$ cat src/design/wstrb_fifo_pkg.sv
package wstrb_fifo_pkg;

    // buffer geometry
    localparam int fifo_depth  = 64;
    localparam int data_width  = 64;

    // derived widths
    localparam int adr_width   = $clog2(fifo_depth);
    // one extra bit so a full buffer can be counted
    localparam int count_width = $clog2(fifo_depth + 1);

    // one stored write-strobe word
    typedef logic [data_width-1:0]  fifo_data_t;

    // index of a RAM entry
    typedef logic [adr_width-1:0]   fifo_adr_t;

    // occupancy, 0 through fifo_depth
    typedef logic [count_width-1:0] fifo_count_t;

    // RAM write port, en doubles as the push event
    typedef struct packed {
        logic      en;
        fifo_adr_t adr;
    } ram_wr_t;

    // occupancy after one cycle; push and pop together leave it alone
    function automatic fifo_count_t count_next(
        input fifo_count_t count,
        input logic        up,
        input logic        down
    );
        fifo_count_t result;
        case ({up, down})
            2'b10:   result = count + fifo_count_t'(1);
            2'b01:   result = count - fifo_count_t'(1);
            default: result = count;
        endcase
        return result;
    endfunction

endpackage

$ cat src/design/wstrb_fifo_write_ctl.sv
`timescale 1ns/100ps

module wstrb_fifo_write_ctl (
    input  logic                        clk,
    input  logic                        reset_,
    input  logic                        wr_req,
    input  wstrb_fifo_pkg::fifo_count_t wr_limit,
    input  logic                        pop,
    output logic                        wr_busy,
    output logic                        wr_empty,
    output wstrb_fifo_pkg::ram_wr_t     ram_wr
);
    import wstrb_fifo_pkg::*;

    // write-side view of occupancy
    fifo_count_t wr_count;
    fifo_count_t wr_count_next;

    // next free entry
    fifo_adr_t   wr_adr;
    fifo_adr_t   wr_adr_next;

    logic        push;
    logic        at_full;
    logic        limit_on;
    logic        at_limit;
    logic        wr_busy_next;
    logic        wr_empty_next;

    // accepted word, goes straight into the RAM this cycle
    assign push = wr_req && !wr_busy;

    // pop comes from the read side in the same cycle
    assign wr_count_next = count_next(wr_count, push, pop);

    // full check
    assign at_full = (wr_count_next == fifo_count_t'(fifo_depth));

    // zero limit means the full check alone decides
    assign limit_on = (wr_limit != '0);
    assign at_limit = limit_on && (wr_count_next >= wr_limit);

    // busy and empty are computed one cycle ahead and registered
    assign wr_busy_next  = at_full || at_limit;
    assign wr_empty_next = (wr_count_next == '0);

    always_ff @(posedge clk or negedge reset_) begin
        if (!reset_) begin
            wr_count <= '0;
            wr_busy  <= 1'b0;
            wr_empty <= 1'b1;
        end else begin
            // count only moves when exactly one side acts
            if (push ^ pop) begin
                wr_count <= wr_count_next;
            end
            wr_busy  <= wr_busy_next;
            wr_empty <= wr_empty_next;
        end
    end

    // wraps naturally at fifo_depth
    assign wr_adr_next = wr_adr + fifo_adr_t'(1);

    always_ff @(posedge clk or negedge reset_) begin
        if (!reset_) begin
            wr_adr <= '0;
        end else if (push) begin
            wr_adr <= wr_adr_next;
        end
    end

    // write port to the RAM and push event to the read side
    assign ram_wr = '{en: push, adr: wr_adr};

endmodule

$ cat src/design/wstrb_fifo_flop_ram.sv
`timescale 1ns/100ps

module wstrb_fifo_flop_ram (
    input  logic                       clk,
    input  wstrb_fifo_pkg::ram_wr_t    ram_wr,
    input  wstrb_fifo_pkg::fifo_data_t wr_data,
    input  wstrb_fifo_pkg::fifo_adr_t  rd_adr,
    output wstrb_fifo_pkg::fifo_data_t rd_data
);
    import wstrb_fifo_pkg::*;

    // one flop row per entry
    fifo_data_t mem [fifo_depth];

    // decoded write enables, one per row
    logic [fifo_depth-1:0] row_we;

    always_comb begin
        row_we = '0;
        row_we[ram_wr.adr] = ram_wr.en;
    end

    // registered write, the word lands on the accepting edge
    always_ff @(posedge clk) begin
        for (int i = 0; i < fifo_depth; i++) begin
            if (row_we[i]) begin
                mem[i] <= wr_data;
            end
        end
    end

    // combinational read of the head entry
    assign rd_data = mem[rd_adr];

endmodule

$ cat src/design/wstrb_fifo_read_ctl.sv
`timescale 1ns/100ps

module wstrb_fifo_read_ctl (
    input  logic                      clk,
    input  logic                      reset_,
    input  wstrb_fifo_pkg::ram_wr_t   ram_wr,
    input  logic                      rd_busy,
    output logic                      rd_req,
    output wstrb_fifo_pkg::fifo_adr_t rd_adr,
    output logic                      pop
);
    import wstrb_fifo_pkg::*;

    // read-side view of occupancy
    fifo_count_t rd_count;
    fifo_count_t rd_count_next;
    fifo_adr_t   rd_adr_next;

    logic        push;
    logic        rd_update;
    logic        rd_req_next;

    // write into the RAM is visible to this side right away
    assign push = ram_wr.en;

    // head word taken when valid and the receiver is ready
    assign pop = rd_req && !rd_busy;

    assign rd_count_next = count_next(rd_count, push, pop);
    assign rd_req_next   = (rd_count_next != '0);

    // nothing changes on this side without a push or a pop,
    // so rd_req holds steady under back-pressure
    assign rd_update = push || pop;

    always_ff @(posedge clk or negedge reset_) begin
        if (!reset_) begin
            rd_count <= '0;
            rd_req   <= 1'b0;
        end else if (rd_update) begin
            rd_count <= rd_count_next;
            rd_req   <= rd_req_next;
        end
    end

    // head moves on every pop
    assign rd_adr_next = rd_adr + fifo_adr_t'(1);

    always_ff @(posedge clk or negedge reset_) begin
        if (!reset_) begin
            rd_adr <= '0;
        end else if (pop) begin
            rd_adr <= rd_adr_next;
        end
    end

endmodule

$ cat src/design/wstrb_fifo.sv
`timescale 1ns/100ps

module wstrb_fifo (
    input  logic                        clk,
    input  logic                        reset_,
    // write side
    input  logic                        wr_req,
    input  wstrb_fifo_pkg::fifo_data_t  wr_data,
    input  wstrb_fifo_pkg::fifo_count_t wr_limit,
    output logic                        wr_busy,
    output logic                        wr_empty,
    // read side
    input  logic                        rd_busy,
    output logic                        rd_req,
    output wstrb_fifo_pkg::fifo_data_t  rd_data
);
    import wstrb_fifo_pkg::*;

    // push event and write address, shared by the RAM and the read side
    ram_wr_t   ram_wr;

    // head entry address
    fifo_adr_t rd_adr;

    // pop event back to the write side
    logic      pop;

    // write side: occupancy, busy, empty, write address
    wstrb_fifo_write_ctl u_write_ctl (
        .clk      (clk),
        .reset_   (reset_),
        .wr_req   (wr_req),
        .wr_limit (wr_limit),
        .pop      (pop),
        .wr_busy  (wr_busy),
        .wr_empty (wr_empty),
        .ram_wr   (ram_wr)
    );

    // storage
    wstrb_fifo_flop_ram u_ram (
        .clk     (clk),
        .ram_wr  (ram_wr),
        .wr_data (wr_data),
        .rd_adr  (rd_adr),
        .rd_data (rd_data)
    );

    // read side: occupancy, head valid, read address
    wstrb_fifo_read_ctl u_read_ctl (
        .clk     (clk),
        .reset_  (reset_),
        .ram_wr  (ram_wr),
        .rd_busy (rd_busy),
        .rd_req  (rd_req),
        .rd_adr  (rd_adr),
        .pop     (pop)
    );

endmodule

$ cat config.mk
export PLATFORM = sky130hd
export DESIGN_NAME = wstrb_fifo
export DESIGN_NICKNAME = d
export VERILOG_FILES = /design/src/design/wstrb_fifo_pkg.sv /design/src/design/wstrb_fifo_write_ctl.sv /design/src/design/wstrb_fifo_flop_ram.sv /design/src/design/wstrb_fifo_read_ctl.sv /design/src/design/wstrb_fifo.sv
export SDC_FILE = /design/constraint.sdc
export NUM_CORES = 2
export LEC_CHECK = 0
export BUFFER_PORTS_ARGS = -buffer_cell sky130_fd_sc_hd__buf_2
export CAP_MARGIN = 30
export CORE_ASPECT_RATIO = 0.9
export CORE_MARGIN = 2
export CORE_UTILIZATION = 50
export CTS_BUF_LIST = sky130_fd_sc_hd__clkbuf_16
export DETAILED_ROUTE_END_ITERATION = 8
export GPL_TIMING_DRIVEN = 0
export PLACE_DENSITY = 0.65
export SKIP_CTS_REPAIR_TIMING = 1
export SYNTH_ARGS = -nofsm -noshare
export SYNTH_HDL_FRONTEND = slang
export SYNTH_SLANG_ARGS = --single-unit
$ cat constraint.sdc
create_clock -name clk -period 20.1 [get_ports clk]
set_clock_uncertainty 0.2 [all_clocks]
set_input_delay 1.005 -clock clk [delete_from_list [all_inputs] [get_ports clk]]
set_output_delay 1.005 -clock clk [all_outputs]
set_load 0.05 [all_outputs]
### Word level (Yosys, flattened, before mapping)

Memories as Yosys holds them, arrays and structs flattened.
Index checks and enable logic that the tools add are counted.

* $lt $le $gt $ge: 3
* muxes and demuxes: 321
* add/sub/neg operators: 6
* eq/ne operators: 3
* bitwise gates (word level): 2
* reductions and logical operators: 74

Operators with widths (count)
* 2-to-1 mux 64 bit: 63
* OR reduction 64 bit: 63
* 2-to-1 mux 6 bit: 63
* 2-to-1 mux 1 bit: 192
* bitwise AND 64 bit: 1
* case mux 7 bit (2 select lines): 2
* adder 7 x 1 -> 7 bit, second input constant: 2
* nonzero test 7 bit: 2
* subtractor 7 x 1 -> 7 bit, second input constant: 2
* adder 6 x 1 -> 6 bit, second input constant: 2
* == test 7 bit, second input constant: 1
* greater-or-equal comparator 7 bit: 1
* logical NOT 7 bit: 1
* less-than comparator 6 x 7 -> 1 bit, second input constant: 1
* demux 1 bit (select 6 bit): 1
* greater-or-equal comparator 6 x 1 -> 1 bit, second input constant: 1
* logical AND 1 bit: 4
* == test 2 x 1 -> 1 bit, second input constant: 1
* == test 2 bit, second input constant: 1
* logical NOT 1 bit: 2
* logical OR 1 bit: 2
* XOR 1 bit: 1

* RAM bits: 4096
* input bits: 75
* memories: 1
* logic and storage cells: 417
* register bits: 29
* output and inout bits: 67

Memory list
* u_ram.mem: depth 64, bits a word 64, read ports 1, clocked after memory_dff 0, wr ports 1, line wstrb_fifo_flop_ram.sv:13 `fifo_data_t mem [fifo_depth];`

### Depth between registers and ports, before layout

* word-level depth: 71
* gate-level depth with buffers: 18
* gate-level depth less buffers: 15

### Modules after synthesis

From an unflattened synthesis, not the netlist that was laid out.

* cells, all modules: 6768
* area total of the unflattened synthesis: 156871.7 um2

By module, submodules not included
* wstrb_fifo_flop_ram: cells each 6537, instances 1, seq. area each 122998.0 um2, area an instance 154607.0 um2
* wstrb_fifo_write_ctl: cells each 126, instances 1, seq. area each 376.6 um2, area an instance 1255.0 um2
* wstrb_fifo_read_ctl: cells each 105, instances 1, seq. area each 350.3 um2, area an instance 1009.7 um2

### Worst setup path after synthesis

OpenSTA, ideal clock, no wires.

* path kind: input -> register
* start: input wr_req
* end: memory u_ram.mem[56][0] in the netlist's numbering (enable)
* cell stages on the path: 4
* buffers on the path: 1
* slack: 11.441 ns
* setup time: 0.645 ns
* required time: 19.255 ns
* data arrival time: 7.815 ns
* cells stage by stage: nor2b_1 -> clkbuf_1 -> nand4_1 -> nor4_1

* elaborated cells on any way between the ends: 319
* those cells by class: mux: 254; bitwise: 1; reduce/logical: 64

RTL lines
* from (decl): line wstrb_fifo.sv:7 `input logic wr_req,`
* logical AND 1 bit (*): line wstrb_fifo_write_ctl.sv:31 `assign push = wr_req && !wr_busy;`
* bitwise AND 64 bit (no line) (*)
* via u_ram.row_we[56]: line wstrb_fifo_flop_ram.sv:16 `logic [fifo_depth-1:0] row_we;`
* 2-to-1 mux 1 bit (*): line wstrb_fifo_flop_ram.sv:26 `if (row_we[i]) begin`
* 2-to-1 mux 1 bit (implied by the code) (*): line wstrb_fifo_flop_ram.sv:27 `mem[i] <= wr_data;`
* OR reduction 64 bit (no line)
* 2-to-1 mux 6 bit (no line) or 2-to-1 mux 1 bit (tied branches) (8 in series)
* to (decl): line wstrb_fifo_flop_ram.sv:13

The timed path passes the listed nets; every way through them passes the cells marked *.

### Worst setup path in the final report

* start: register u_read_ctl.rd_adr[1]
* end: output rd_data[45]

* longest elaborated chain between the ends: 1

Ends and longest elaborated chain
* from (decl): line wstrb_fifo_read_ctl.sv:9 `output wstrb_fifo_pkg::fifo_adr_t rd_adr,`
* from (signal assigned): line wstrb_fifo_read_ctl.sv:53 `rd_adr <= rd_adr_next;`
* memory (64 x 64 bit)
* to (decl): line wstrb_fifo.sv:15 `output wstrb_fifo_pkg::fifo_data_t rd_data`

No other way between the ends.

==> flow_metrics.py <==
metrics = {
    "status": {
        "status": "completed",
    },
    "place": {
        "portBuffers": 141,
        "hpwl_microns": 265000,
        "globalplace.congestion": 0.767,
        "placement.cell_area_sq_um": 169000,
        "placed_cells": 10700,
    },
    "clock_network": {
        "cts_max_path_buffers": 4,
        "h-tree-depth": 5,
        "insertion_delay_ps": 950,
        "clock_sinks": 4125,
        "clk_root_buffer_cell": "clkbuf_16",
        "cts-buffers-inserted": 407,
        "tritoncts": "built",
        "path_clk_slew_ps": 60,
    },
    "timing": {
        "fin_setup_tns_ps": 0,
        "max_transition_viols_final": 0,
        "slew_headroom": 0.278,
        "total_count_of_hold_check_failures_in_the_final_report": 0,
        "worst_pin_slew_ps": 1080,
        "timing.fmax_ghz": 0.145,
        "period_share": 0.344,
        "period_minus_slack_ps": 6910,
        "rsz0062_at_grt": "no",
        "setup_viol": 0,
    },
    "detailed_routing": {
        "detail_route.wirelength_microns": 387000,
        "detail_route.iter0.violations": 9574,
        "drc_errors": 0,
        "detailedRoute.firstPassIterationCount": 6,
        "postRouteAntennaNets": 0,
        "num_vias": 71600,
        "vias_per_cell": 6.24,
        "wl_per_cell_microns": 33.7,
    },
    "synth": {
        "post_synthesis_async_set_or_reset_flop_share": 0.00703,
        "synth_edf_count": 4096,
        "netlist_area_sq_um": 157000,
        "synth_largest_area_cell": "edfxtp_1",
        "synth.avg_cell_area_sq_um": 25.9,
        "synth.area.top_cells": "edfxtp_1 (78%), mux4_2 (19%), dfrtp_1 (0.45%), clkbuf_1 (0.42%), buf_2 (0.31%)",
        "synth.yosys.seq_area_share": 0.788,
        "ys.warnings.count": 0,
        "top_area_cell_type_share_of_the_netlist_area": 0.783,
        "postSynthCellCount": 6074,
        "netlist-cell-type-count": 53,
        "ys_seq_elements": 4125,
        "synthesis.nets": 6163,
        "synthFlopType": "edfxtp_1",
    },
    "floorplanning": {
        "rows": 195,
        "start_util": 0.502,
        "die-area_sq_um": 319000,
        "top_level_ports": 142,
        "die_x_microns": 595,
        "core_area_sq_um": 313000,
        "fp.dieH_microns": 536,
    },
    "worst_setup_path": {
        "cp_max_fo": 15,
        "setup.worst_path.start_class": "flop",
        "worst_ep_required_time_ps": 18900,
        "worst_ep_arrival_time_ps": 5700,
        "critPathKind": "flop to output port",
        "timing.critical_path.to_type": "output port",
    },
    "cells_and_area": {
        "final_cell_area_sq_um": 183000,
        "area_growth_pct": 16.5,
        "final_core_util": 0.585,
        "layoutNonFillerInstCount": 11500,
        "drive_above_1_share": 0.356,
        "layout.nets": 7080,
    },
    "min_path": {
        "hp-class": "primary input to flop",
    },
    "global_route": {
        "global_route_wire_length_before_repair_microns": 540000,
        "antenna_found_initial": 34,
        "groute.usage.overall": 0.242,
        "grt_pass1_vias": 72700,
        "grt_max_degree": 65,
        "grt_remaining_overflow": 0,
    },
    "job": {
        "maxCapViolCount": 0,
    },
    "pwr": {
        "total_leakage_power_nw": 57.1,
        "irDropWorstVdd_mv": 0.138,
        "cellPowerDensity_nw_per_um2": 139,
    },
}
stage by stage:
step           hold slack, ps  setup WS [ps]  power (W)
2_1_floorplan             279          11440     0.0151
3_3_place_gp              306           2970     0.0178
3_5_place_dp              312          13810     0.0181
4_1_cts                 -88.1          12770     0.0255
5_1_grt                  21.0          12910     0.0262
6_report                 76.3          13190     0.0254
synthesized netlist by cell type (all sizes together), types with 2 or more instances:
| cell type | number |
|---|---|
| xnor2 | 20 |
| clkbuf | 176 |
| a21o | 4 |
| o21ai | 9 |
| a211o | 2 |
| inv | 17 |
| and2 | 2 |
| buf | 152 |
| o31a | 2 |
| o211ai | 2 |
| mux2 | 5 |
| nand2 | 27 |
| or3 | 5 |
| edfxtp | 4096 |
| nand3b | 3 |
| a21oi | 9 |
| nand4 | 7 |
| ha | 14 |
| a32oi | 4 |
| dfrtp | 28 |
| nor2b | 7 |
| nand2b | 7 |
| nor3 | 13 |
| o31ai | 2 |
| xor2 | 10 |
| nor4 | 4 |
| nand4b | 3 |
| mux4 | 1344 |
| mux2i | 5 |
| nor2 | 71 |
| nand3 | 2 |
| or4 | 3 |
power by group:
| part | internal, W | switching (W) | total [W] | leakage, nW |
|---|---|---|---|---|
| clock network | 0.00421 | 0.00323 | 0.00744 | 6.67 |
| logic | 0.00349 | 0.00469 | 0.00818 | 13.3 |
| registers | 0.00968 | 0.0000646 | 0.00974 | 37.2 |
cell usage in the layout (no fill, tap or decap), types with 54 or more instances in the layout:
| cell type | n |
|---|---|
| buf_6 | 68 |
| edfxtp_1 | 4096 |
| clkinv_2 | 71 |
| clkbuf_16 | 410 |
| clkbuf_1 | 159 |
| clkinv_1 | 99 |
| buf_2 | 238 |
| inv_1 | 89 |
| nor2_4 | 54 |
| buf_12 | 182 |
| mux4_2 | 1344 |
sequential cells by signal, indices dropped and copies added (netlist names):
signal	count
u_read_ctl.rd_req	1
u_write_ctl.wr_count	7
u_read_ctl.rd_count	7
u_write_ctl.wr_empty	1
u_write_ctl.wr_adr	6
u_read_ctl.rd_adr	6
u_ram.mem	4096
u_write_ctl.wr_busy	1
layout make-up:
class | count | area [sq um]
Buffer | 328 | 1390
Sequential cell | 4125 | 124000
Inverter | 17 | 63.8
Clock inverter | 325 | 2860
Clock buffer | 410 | 10300
Antenna cell | 25 | 62.6
Timing Repair Buffer | 508 | 7110
Multi-Input combinational cell | 1604 | 32400
Tap cell | 4137 | 5180
Fill cell | 21600 | 130000
logic make-up (layout without fill, tap and decap cells):
family	Yosys count	count (layout)	share of synthesized area
multiplexers	1354	1354	0.193
AO/OA/AOI/OAI	46	46	0.00203
flip-flops	4125	4125	0.788
AND/OR/NAND/NOR	160	160	0.00486
other	0	25	0
buffers and inverters	345	1588	0.00911
XOR/XNOR	30	30	0.00167
adder cells (fa/ha/maj)	14	14	0.00112
metal layers:
metal	global-route usage	part of all wire
met2	0.384	0.48
met5	0	0.000034
met4	0.0611	0.023
met1	0.342	0.40
met3	0.0594	0.10
critical path, cell delays in order (launching register included):
cell and delay [ps]:
dfrtp_1 380, buf_2 700, buf_2 810, buf_2 500
buf_12 240, buf_1 410, buf_8 210, mux4_2 620
mux4_2 580, buf_2 250
final timing paths:
kind / from / cells past startpoint / endpoint / slack, ps
min: wr_data[12] / 1 / u_ram.mem[5][12]$_DFFE_PP_ / 80
min in group asynchronous: reset_ / 2 / u_write_ctl.wr_count[5]$_DFFE_PN0N_ / 500
max in group asynchronous: reset_ / 2 / u_read_ctl.rd_adr[2]$_DFFE_PN0P_ / 18640
min reg2reg: u_write_ctl.wr_count[6]$_DFFE_PN0N_ / 2 / u_write_ctl.wr_count[6]$_DFFE_PN0N_ / 330
max: u_read_ctl.rd_adr[1]$_DFFE_PN0P_ / 9 / rd_data[45] / 13190
max reg2reg: u_read_ctl.rd_req$_DFFE_PN0P_ / 18 / u_write_ctl.wr_busy$_DFF_PN0_ / 14660
No activity file was read; power rests on OpenSTA's default activity.
